$ cat config.mk
export PLATFORM = sky130hd
export DESIGN_NAME = mips_core
export DESIGN_NICKNAME = d
export VERILOG_FILES = /design/src/source/mips_pkg.sv /design/src/source/instr_rom.sv /design/src/source/reg_file.sv /design/src/source/alu.sv /design/src/source/data_ram.sv /design/src/source/control_fsm.sv /design/src/source/mips_core.sv
export SDC_FILE = /design/constraint.sdc
export NUM_CORES = 1
export LEC_CHECK = 0
export BUFFER_PORTS_ARGS = -buffer_cell sky130_fd_sc_hd__clkbuf_2
export CAP_MARGIN = 25
export CORE_MARGIN = 10
export CORE_UTILIZATION = 31
export DETAILED_ROUTE_END_ITERATION = 10
export GPL_TIMING_DRIVEN = 0
export HOLD_SLACK_MARGIN = 0.1
export MAX_ROUTING_LAYER = met4
export PLACE_DENSITY = 0.73
export RECOVER_POWER = 25
export SYNTH_ARGS = -nofsm -noshare
export SYNTH_HDL_FRONTEND = slang
export SYNTH_SLANG_ARGS = --single-unit
$ cat constraint.sdc
create_clock -name i_clk -period 1.3 [get_ports i_clk]
set_input_delay 0.13 -clock i_clk [delete_from_list [all_inputs] [get_ports i_clk]]
set_output_delay 0.13 -clock i_clk [all_outputs]
set_load 0.05 [all_outputs]
$ cat src/source/program.hex
// One 32-bit instruction word per line in hex, word 0 first
// An @ line moves the load point to the word index that follows it

// Arithmetic segment at byte address 0x00
340100f0
2002fffd
00221820
00222021
00222822
00223023
00223824
00224025
00224826
00225027
0041582a
284cfffe
00016900
00210020
fc000000

// Memory segment at byte address 0x60
@18
340100f0
2002fffd
ac01000c
ac020014
8c0e000c
8c0f0014
fc000000

// Branch segment at byte address 0xa0
@28
34120005
20130005
12530001
20100009
12400001
20110007
fc000000

$ cat src/source/mips_pkg.sv
package mips_pkg;

    ////////////////////////////////////////////////////////////////////////////
    // Widths
    ////////////////////////////////////////////////////////////////////////////

    // Data and instruction word
    typedef logic [31:0] word_t;
    // Byte address, PC and data RAM
    typedef logic [7:0]  addr_t;
    // Register number
    typedef logic [4:0]  reg_idx_t;

    // Memory depths in words
    localparam int ROM_WORDS = 64;
    localparam int RAM_WORDS = 16;

    ////////////////////////////////////////////////////////////////////////////
    // Opcode field, bits 31 to 26
    ////////////////////////////////////////////////////////////////////////////

    localparam logic [5:0] OPC_RTYPE = 6'b000000;
    localparam logic [5:0] OPC_LW    = 6'b100011;
    localparam logic [5:0] OPC_SW    = 6'b101011;
    localparam logic [5:0] OPC_ADDI  = 6'b001000;
    localparam logic [5:0] OPC_ORI   = 6'b001101;
    localparam logic [5:0] OPC_SLTI  = 6'b001010;
    localparam logic [5:0] OPC_BEQ   = 6'b000100;
    // All ones parks the core
    localparam logic [5:0] OPC_HALT  = 6'b111111;

    // Funct field of R-type, bits 5 to 0
    localparam logic [5:0] FN_ADD  = 6'b100000;
    localparam logic [5:0] FN_ADDU = 6'b100001;
    localparam logic [5:0] FN_SUB  = 6'b100010;
    localparam logic [5:0] FN_SUBU = 6'b100011;
    localparam logic [5:0] FN_AND  = 6'b100100;
    localparam logic [5:0] FN_OR   = 6'b100101;
    localparam logic [5:0] FN_XOR  = 6'b100110;
    localparam logic [5:0] FN_NOR  = 6'b100111;
    localparam logic [5:0] FN_SLT  = 6'b101010;
    localparam logic [5:0] FN_SLL  = 6'b000000;

    ////////////////////////////////////////////////////////////////////////////
    // Control types
    ////////////////////////////////////////////////////////////////////////////

    typedef enum logic [2:0] {
        ALU_ADD, ALU_SUB, ALU_AND, ALU_OR, ALU_XOR, ALU_NOR, ALU_SLT, ALU_SLL
    } alu_op_e;

    // One state per multicycle step, plus idle and halt
    typedef enum logic [2:0] {
        ST_IDLE, ST_FETCH, ST_DECODE, ST_EXEC, ST_MEM, ST_WB, ST_HALT
    } state_e;

    // Decoded control, latched once per instruction
    typedef struct packed {
        alu_op_e alu_op;
        logic    use_imm;    // B input from the immediate
        logic    zero_ext;   // ORI style immediate
        logic    reg_write;
        logic    dst_is_rd;  // R-type destination, else rt
        logic    mem_read;
        logic    mem_write;
        logic    branch;
        logic    halt;
    } ctrl_t;

endpackage

$ cat src/source/instr_rom.sv
`timescale 1ns/10ps

module instr_rom
(
    input  logic            i_clk,
    input  mips_pkg::addr_t addr,
    output mips_pkg::word_t instr
);

    // Program storage, one entry per instruction word
    mips_pkg::word_t mem [mips_pkg::ROM_WORDS];

    // Image comes from the hex file
    // one word per line, word 0 first
    initial
    begin
        $readmemh("/design/src/source/program.hex", mem);
    end

    ////////////////////////////////////////////////////////////////////////////
    // Registered read
    ////////////////////////////////////////////////////////////////////////////

    // Byte address in, word index is bits 7 to 2
    // Word shows up one clock after the address
    always_ff @(posedge i_clk)
    begin
        instr <= mem[addr[7:2]];
    end

endmodule

$ cat src/source/reg_file.sv
`timescale 1ns/10ps

module reg_file
(
    input  logic               i_clk,
    input  logic               arst_n,
    input  mips_pkg::reg_idx_t rs_idx,
    input  mips_pkg::reg_idx_t rt_idx,
    input  mips_pkg::reg_idx_t dbg_idx,
    input  logic               wr_en,
    input  mips_pkg::reg_idx_t wr_idx,
    input  mips_pkg::word_t    wr_data,
    output mips_pkg::word_t    rs_data,
    output mips_pkg::word_t    rt_data,
    output mips_pkg::word_t    dbg_data
);

    mips_pkg::word_t regs [32];

    // Single write port, r0 never takes a write
    always_ff @(posedge i_clk or negedge arst_n)
    begin
        if (!arst_n)
        begin
            for (int i = 0; i < 32; i++)
                regs[i] <= '0;
        end
        else if (wr_en && (wr_idx != '0))
        begin
            regs[wr_idx] <= wr_data;
        end
    end

    // Combinational reads, entry 0 keeps its reset zero
    assign rs_data  = regs[rs_idx];
    assign rt_data  = regs[rt_idx];
    // Host side view, only meaningful while idle or halted
    assign dbg_data = regs[dbg_idx];

    // r0 stays zero across every write the core issues
    assert property (@(posedge i_clk) disable iff (!arst_n) regs[0] == '0);

endmodule

$ cat src/source/alu.sv
`timescale 1ns/10ps

module alu
(
    input  mips_pkg::alu_op_e op,
    input  mips_pkg::word_t   a,
    input  mips_pkg::word_t   b,
    input  logic [4:0]        shamt,
    output mips_pkg::word_t   result,
    output logic              zero
);

    ////////////////////////////////////////////////////////////////////////////
    // Operation select
    ////////////////////////////////////////////////////////////////////////////

    always_comb
    begin
        case (op)
            // ADD, ADDU, ADDI and load/store address
            mips_pkg::ALU_ADD:
                result = a + b;
            // SUB, SUBU and BEQ compare
            mips_pkg::ALU_SUB:
                result = a - b;
            mips_pkg::ALU_AND:
                result = a & b;
            // OR and ORI
            mips_pkg::ALU_OR:
                result = a | b;
            mips_pkg::ALU_XOR:
                result = a ^ b;
            mips_pkg::ALU_NOR:
                result = ~(a | b);
            // Signed compare, SLT and SLTI
            mips_pkg::ALU_SLT:
                result = {31'b0, $signed(a) < $signed(b)};
            // Shift of rt, rs is ignored
            mips_pkg::ALU_SLL:
                result = b << shamt;
            default:
                result = '0;
        endcase
    end

    // Equal operands under subtract give zero, used by BEQ
    assign zero = (result == '0);

endmodule

$ cat src/source/data_ram.sv
`timescale 1ns/10ps

module data_ram
(
    input  logic            i_clk,
    input  logic            arst_n,
    input  mips_pkg::addr_t addr,
    input  logic            wr_en,
    input  mips_pkg::word_t wr_data,
    output mips_pkg::word_t rd_data
);

    mips_pkg::word_t mem [mips_pkg::RAM_WORDS];

    // Word index is bits 5 to 2 of the byte address
    always_ff @(posedge i_clk or negedge arst_n)
    begin
        if (!arst_n)
        begin
            for (int i = 0; i < mips_pkg::RAM_WORDS; i++)
                mem[i] <= '0;
        end
        else if (wr_en)
        begin
            mem[addr[5:2]] <= wr_data;
        end
    end

    // Read path is plain combinational
    assign rd_data = mem[addr[5:2]];

    // Stores land on word boundaries only
    assert property (@(posedge i_clk) disable iff (!arst_n) wr_en |-> addr[1:0] == 2'b00);

endmodule

$ cat src/source/control_fsm.sv
`timescale 1ns/10ps

module control_fsm
(
    input  logic              i_clk,
    input  logic              arst_n,
    input  logic              req,
    output logic              ack,
    input  mips_pkg::addr_t   start_pc,
    input  mips_pkg::word_t   instr,
    input  logic              alu_zero,
    output mips_pkg::addr_t   pc,
    output mips_pkg::ctrl_t   ctrl,
    output mips_pkg::state_e  state,
    input  mips_pkg::addr_t   branch_off
);

    mips_pkg::state_e state_nxt;
    mips_pkg::ctrl_t  dec;
    logic [5:0]       opcode;
    logic [5:0]       funct;

    assign opcode = instr[31:26];
    assign funct  = instr[5:0];

    ////////////////////////////////////////////////////////////////////////////
    // Instruction decode
    ////////////////////////////////////////////////////////////////////////////

    // Unknown encodings fall out as all zero, a no-op
    always_comb
    begin
        dec = '0;
        dec.alu_op = mips_pkg::ALU_ADD;
        case (opcode)
            mips_pkg::OPC_RTYPE:
            begin
                dec.reg_write = 1'b1;
                dec.dst_is_rd = 1'b1;
                case (funct)
                    mips_pkg::FN_ADD, mips_pkg::FN_ADDU:
                        dec.alu_op = mips_pkg::ALU_ADD;
                    mips_pkg::FN_SUB, mips_pkg::FN_SUBU:
                        dec.alu_op = mips_pkg::ALU_SUB;
                    mips_pkg::FN_AND: dec.alu_op = mips_pkg::ALU_AND;
                    mips_pkg::FN_OR:  dec.alu_op = mips_pkg::ALU_OR;
                    mips_pkg::FN_XOR: dec.alu_op = mips_pkg::ALU_XOR;
                    mips_pkg::FN_NOR: dec.alu_op = mips_pkg::ALU_NOR;
                    mips_pkg::FN_SLT: dec.alu_op = mips_pkg::ALU_SLT;
                    mips_pkg::FN_SLL: dec.alu_op = mips_pkg::ALU_SLL;
                    // Unsupported funct writes nothing
                    default:          dec.reg_write = 1'b0;
                endcase
            end
            // Address is base plus signed offset
            mips_pkg::OPC_LW:
            begin
                dec.use_imm   = 1'b1;
                dec.mem_read  = 1'b1;
                dec.reg_write = 1'b1;
            end
            mips_pkg::OPC_SW:
            begin
                dec.use_imm   = 1'b1;
                dec.mem_write = 1'b1;
            end
            mips_pkg::OPC_ADDI:
            begin
                dec.use_imm   = 1'b1;
                dec.reg_write = 1'b1;
            end
            mips_pkg::OPC_ORI:
            begin
                dec.alu_op    = mips_pkg::ALU_OR;
                dec.use_imm   = 1'b1;
                dec.zero_ext  = 1'b1;
                dec.reg_write = 1'b1;
            end
            mips_pkg::OPC_SLTI:
            begin
                dec.alu_op    = mips_pkg::ALU_SLT;
                dec.use_imm   = 1'b1;
                dec.reg_write = 1'b1;
            end
            // Compare by subtract, zero flag decides
            mips_pkg::OPC_BEQ:
            begin
                dec.alu_op = mips_pkg::ALU_SUB;
                dec.branch = 1'b1;
            end
            mips_pkg::OPC_HALT:
                dec.halt = 1'b1;
            default:
                dec.halt = 1'b0;
        endcase
    end

    ////////////////////////////////////////////////////////////////////////////
    // Step sequencing
    ////////////////////////////////////////////////////////////////////////////

    always_comb
    begin
        state_nxt = state;
        case (state)
            // New run only with ack already low
            mips_pkg::ST_IDLE:
                if (req && !ack)
                    state_nxt = mips_pkg::ST_FETCH;
            mips_pkg::ST_FETCH:
                state_nxt = mips_pkg::ST_DECODE;
            mips_pkg::ST_DECODE:
                state_nxt = dec.halt ? mips_pkg::ST_HALT : mips_pkg::ST_EXEC;
            // Loads and stores go through memory, others may skip it
            mips_pkg::ST_EXEC:
                if (ctrl.mem_read || ctrl.mem_write)
                    state_nxt = mips_pkg::ST_MEM;
                else if (ctrl.reg_write)
                    state_nxt = mips_pkg::ST_WB;
                else
                    state_nxt = mips_pkg::ST_FETCH;
            mips_pkg::ST_MEM:
                state_nxt = ctrl.mem_read ? mips_pkg::ST_WB : mips_pkg::ST_FETCH;
            mips_pkg::ST_WB:
                state_nxt = mips_pkg::ST_FETCH;
            // Park until the host lets go of req
            mips_pkg::ST_HALT:
                if (!req)
                    state_nxt = mips_pkg::ST_IDLE;
            default:
                state_nxt = mips_pkg::ST_IDLE;
        endcase
    end

    always_ff @(posedge i_clk or negedge arst_n)
    begin
        if (!arst_n)
        begin
            state <= mips_pkg::ST_IDLE;
            ack   <= 1'b0;
            pc    <= '0;
            ctrl  <= '0;
        end
        else
        begin
            state <= state_nxt;
            // ack follows halt, drops on the way back to idle
            ack   <= (state_nxt == mips_pkg::ST_HALT);
            case (state)
                mips_pkg::ST_IDLE:
                    if (req && !ack)
                        pc <= start_pc;
                // PC points past the fetched word from decode on
                mips_pkg::ST_FETCH:
                    pc <= pc + 8'd4;
                mips_pkg::ST_DECODE:
                    ctrl <= dec;
                mips_pkg::ST_EXEC:
                    if (ctrl.branch && alu_zero)
                        pc <= pc + branch_off;
                default:
                    pc <= pc;
            endcase
        end
    end

    // ack only while parked in halt
    assert property (@(posedge i_clk) disable iff (!arst_n)
        ack |-> state == mips_pkg::ST_HALT);
    // A store never also writes back
    assert property (@(posedge i_clk) disable iff (!arst_n)
        (state inside {mips_pkg::ST_MEM, mips_pkg::ST_WB})
        |-> !(ctrl.mem_write && ctrl.reg_write));

endmodule

$ cat src/source/mips_core.sv
`timescale 1ns/10ps

module mips_core
(
    input  logic               i_clk,
    input  logic               arst_n,
    input  logic               req,
    output logic               ack,
    input  mips_pkg::addr_t    start_pc,
    input  mips_pkg::reg_idx_t dbg_idx,
    output mips_pkg::word_t    dbg_data
);

    mips_pkg::addr_t  pc;
    mips_pkg::addr_t  branch_off;
    mips_pkg::ctrl_t  ctrl;
    mips_pkg::state_e state;
    mips_pkg::word_t  rom_instr;
    mips_pkg::word_t  ir;
    mips_pkg::word_t  instr_cur;
    mips_pkg::word_t  rf_rs;
    mips_pkg::word_t  rf_rt;
    mips_pkg::word_t  op_a;
    mips_pkg::word_t  op_b;
    mips_pkg::word_t  imm_ext;
    mips_pkg::word_t  alu_b;
    mips_pkg::word_t  alu_out;
    mips_pkg::word_t  alu_res;
    mips_pkg::word_t  ram_rd_data;
    mips_pkg::word_t  mdr;
    mips_pkg::word_t  rf_wr_data;
    mips_pkg::reg_idx_t rf_wr_idx;
    logic             alu_zero;
    logic             rf_wr_en;
    logic             ram_wr_en;

    // ROM word is fresh in decode, IR holds it after that
    assign instr_cur = (state == mips_pkg::ST_DECODE) ? rom_instr : ir;

    ////////////////////////////////////////////////////////////////////////////
    // Datapath registers
    ////////////////////////////////////////////////////////////////////////////

    always_ff @(posedge i_clk)
    begin
        if (state == mips_pkg::ST_DECODE)
        begin
            ir   <= rom_instr;
            op_a <= rf_rs;
            op_b <= rf_rt;
        end
        if (state == mips_pkg::ST_EXEC)
            alu_res <= alu_out;
        // Load data captured at the end of memory step
        if (state == mips_pkg::ST_MEM)
            mdr <= ram_rd_data;
    end

    // Immediate, ORI zero fills, others sign extend
    assign imm_ext = ctrl.zero_ext ? {16'h0000, instr_cur[15:0]}
                                   : {{16{instr_cur[15]}}, instr_cur[15:0]};
    // Branch offset in bytes, truncated to the PC width
    assign branch_off = {instr_cur[5:0], 2'b00};
    assign alu_b      = ctrl.use_imm ? imm_ext : op_b;

    // Write enables only in their own step
    assign rf_wr_en   = (state == mips_pkg::ST_WB) && ctrl.reg_write;
    assign ram_wr_en  = (state == mips_pkg::ST_MEM) && ctrl.mem_write;
    assign rf_wr_idx  = ctrl.dst_is_rd ? instr_cur[15:11] : instr_cur[20:16];
    assign rf_wr_data = ctrl.mem_read ? mdr : alu_res;

    ////////////////////////////////////////////////////////////////////////////
    // Blocks
    ////////////////////////////////////////////////////////////////////////////

    instr_rom u_rom (.i_clk(i_clk), .addr(pc), .instr(rom_instr));

    reg_file u_rf
    (
        .i_clk(i_clk), .arst_n(arst_n),
        .rs_idx(instr_cur[25:21]), .rt_idx(instr_cur[20:16]), .dbg_idx(dbg_idx),
        .wr_en(rf_wr_en), .wr_idx(rf_wr_idx), .wr_data(rf_wr_data),
        .rs_data(rf_rs), .rt_data(rf_rt), .dbg_data(dbg_data)
    );

    alu u_alu
    (
        .op(ctrl.alu_op), .a(op_a), .b(alu_b), .shamt(instr_cur[10:6]),
        .result(alu_out), .zero(alu_zero)
    );

    // Address from the latched result, store data is rt
    data_ram u_ram
    (
        .i_clk(i_clk), .arst_n(arst_n), .addr(alu_res[7:0]),
        .wr_en(ram_wr_en), .wr_data(op_b), .rd_data(ram_rd_data)
    );

    control_fsm u_fsm
    (
        .i_clk(i_clk), .arst_n(arst_n), .req(req), .ack(ack), .start_pc(start_pc),
        .instr(instr_cur), .alu_zero(alu_zero), .pc(pc), .ctrl(ctrl),
        .state(state), .branch_off(branch_off)
    );

endmodule

==> impl_metrics.py <==
metrics = {
    "status": {
        "status": "finished, final reports clean",
    },
    "clocking": {
        "post-cts-setup-buffers": 0,
        "clock_sink_count": 4,
        "htree_num_levels": 1,
        "cts_root_buffer": "sky130_fd_sc_hd__clkbuf_4",
        "clk_transition_reported_paths_ns": 0.04,
        "cts_made_buffers": 3,
        "hold_buffers": 1,
        "cts_tree": "done",
        "worstSkewPairLatency_ns": 0.24,
        "post_cts_resize_count": 0,
        "cts_buffer_depth": 2,
    },
    "power_and_ir_drop": {
        "power.ir.vdd_worst_mv": 0.372,
        "p_per_area_mw_per_mm2": 961,
        "power_frac_seq_pct": 21.8,
        "power_report.internal_total_mw": 0.300,
        "p_clk_share_pct": 27.5,
        "net-switching-power_mw": 0.275,
        "share_comb_of_total_power_pct": 50.8,
        "cellLeakagePower_nw": 0.397,
        "power_switching_share_pct": 47.8,
    },
    "timing": {
        "hold_slack_ns": 0.223,
        "setup_repair_after_global_routing_missed_its_margin": "false",
        "fin_crit_sh_pct": 78.4,
        "timing.setup.tns_ns": 0,
        "setup_viol": 0,
        "clock-skew-final_ns": 0.00104,
        "final_hold_viol_count": 0,
        "fmax_ghz": 0.981,
        "post-route-min-period_ns": 1.02,
        "number_of_pins_with_negative_max_slew_slack_in_the_final_report": 0,
    },
    "die": {
        "core.rowCount": 13,
        "initial_util_pct": 32.4,
        "pin_count": 49,
        "placeableCoreArea_mm2": 0.00128,
        "die_width_um": 56.7,
        "design.die.area_mm2": 0.00321,
        "fp.dieH_um": 56.7,
    },
    "place": {
        "place.gp.congestion": 0.612,
        "post-place-cells": 95,
        "port_buffers": 3,
    },
    "routing": {
        "drt-wirelength-per-cell_um": 8.63,
        "pre_repair_dr_iteration_count": 2,
        "drt_iter0_markers": 6,
        "post_detailed_routing_wire_length_um": 854,
        "via_per_inst": 2.91,
        "vias": 288,
        "ant_nets": 0,
        "post-route-drc-count": 0,
    },
    "synth": {
        "synth_most_common_cell": "sky130_fd_sc_hd__buf_4",
        "syn-instance-count": 46,
        "async_flop_share_pct": 100,
        "synthDominantCellAreaShare_pct": 57.7,
        "synth.top_cells.by_area": "sky130_fd_sc_hd__buf_4, sky130_fd_sc_hd__dfrtp_1, sky130_fd_sc_hd__and4b_1, sky130_fd_sc_hd__a22oi_2, sky130_fd_sc_hd__or3b_1",
        "synth_edf_count": 0,
        "synth.yosys.seq_area_share_pct": 24.0,
        "synth.largest_area_cell": "sky130_fd_sc_hd__buf_4",
        "synth.top_cells.by_count": "sky130_fd_sc_hd__buf_4, sky130_fd_sc_hd__dfrtp_1, sky130_fd_sc_hd__and4b_1",
        "netlist_area_um2": 417,
        "ys_ff_latch": 4,
        "yosysWarnings": 0,
        "netlist-cell-type-count": 11,
        "synthesis.area_per_instance_um2": 9.06,
        "synth_flop_cell": "sky130_fd_sc_hd__dfrtp_1",
    },
    "global_route": {
        "grt_start_max_net_pins": 7,
        "grt_first_pass_wirelength_um": 1330,
        "grt_overflow": 0,
        "first_global_vias": 283,
        "track_usage_pct": 5.53,
        "grt_antenna_before_repair": 0,
    },
    "setup_path": {
        "cp.required_ns": 1.46,
        "timing.critical_path.fanout_max": 5,
        "crit_type": "reg2reg",
        "arrival_time_of_data_at_the_critical_path_endpoint_ns": 1.18,
        "setup.worst_path.end_class": "flip-flop",
        "critical_path.startpoint_type": "flip-flop",
    },
    "cells_and_area": {
        "drive_gt1_share_pct": 45.2,
        "antenna-diode-count": 0,
        "area_growth_from_synthesis_to_layout_pct": 43.5,
        "final_nets": 102,
        "final_cell_count_no_fill": 99,
        "n_fill_cell": 130,
    },
    "min_path": {
        "hold_path.class": "in2reg",
    },
    "run": {
        "max-cap-violations": 0,
    },
}
layout by cell type, fill, tap and decap left out:
cell,count
sky130_fd_sc_hd__dfrtp_1,4
sky130_fd_sc_hd__o22ai_1,1
sky130_fd_sc_hd__clkbuf_2,2
sky130_fd_sc_hd__a22oi_2,1
sky130_fd_sc_hd__or3b_1,1
sky130_fd_sc_hd__and2b_1,1
sky130_fd_sc_hd__or2b_1,1
sky130_fd_sc_hd__buf_4,32
sky130_fd_sc_hd__dlygate4sd3_1,1
sky130_fd_sc_hd__and4b_1,2
sky130_fd_sc_hd__clkbuf_1,1
sky130_fd_sc_hd__nor2_1,1
sky130_fd_sc_hd__nand2b_1,1
sky130_fd_sc_hd__clkbuf_4,3
sky130_fd_sc_hd__conb_1,32
state kept, by name, indices dropped and copies added, names as in the netlist:
name and cells:
u_fsm.ack 1, u_fsm.state 3
critical path, stage by stage (launching register included):
cell                      delay, ns
sky130_fd_sc_hd__dfrtp_1       0.40
sky130_fd_sc_hd__or3b_1        0.39
sky130_fd_sc_hd__a22oi_2       0.15
cell families after synthesis:
kind of cell	synth area share [%]
flip-flops	24.0
buffers and inverters	57.7
AND/OR/NAND/NOR	12.9
other	0.900
AO/OA/AOI/OAI	4.50
worst paths after layout:
check | end | start | slack, ns | depth (start not counted)
max | u_fsm.state[0] | u_fsm.state[0] | 0.28 | 2
min | u_fsm.state[2] | req | 0.22 | 2
max reg2reg | u_fsm.state[0] | u_fsm.state[0] | 0.28 | 2
min reg2reg | u_fsm.state[0] | u_fsm.ack | 0.54 | 2
max in group asynchronous | u_fsm.ack | arst_n | 0.86 | 2
min in group asynchronous | u_fsm.state[1] | arst_n | 0.25 | 2
cell type report:
class / count / area (um2) / share of cell area [%]
Timing Repair Buffer: 4 / 23.8 / 3.97
Sequential cell: 4 / 100 / 16.7
Tap cell: 15 / 18.8 / 3.14
Clock buffer: 3 / 22.5 / 3.77
Multi-Input combinational cell: 41 / 193 / 32.2
Buffer: 32 / 240 / 40.2
metal layers:
layer  vias up  share of wire (%)  GRT usage (%)
met2        17                 55           8.46
met4         0                  0           3.09
li1        159                  -              -
met3         0                 14           4.72
met5         -                  0              -
met1       112                 31           4.53
power by group through the flow:
| stage | registers [mW] | clock network [mW] | logic, mW |
|---|---|---|---|
| floorplan | 0.127 | 0 | 0.277 |
| global placement | 0.127 | 0 | 0.283 |
| detailed placement | 0.127 | 0 | 0.283 |
| CTS | 0.125 | 0.162 | 0.286 |
| global route | 0.125 | 0.171 | 0.305 |
| finish | 0.125 | 0.158 | 0.292 |
metrics by stage:
stage | total power [mW] | area [um2] | util, % | setup WS, ns
6_report | 0.575 | 598 | 46.5 | 0.281
5_1_grt | 0.601 | 598 | 46.5 | 0.226
2_1_floorplan | 0.404 | 533 | - | 0.126
3_3_place_gp | 0.410 | 567 | 44.1 | 0.298
4_1_cts | 0.573 | 599 | 46.6 | 0.274
3_5_place_dp | 0.410 | 567 | 44.1 | 0.282
(Power assumes the default switching activity.)
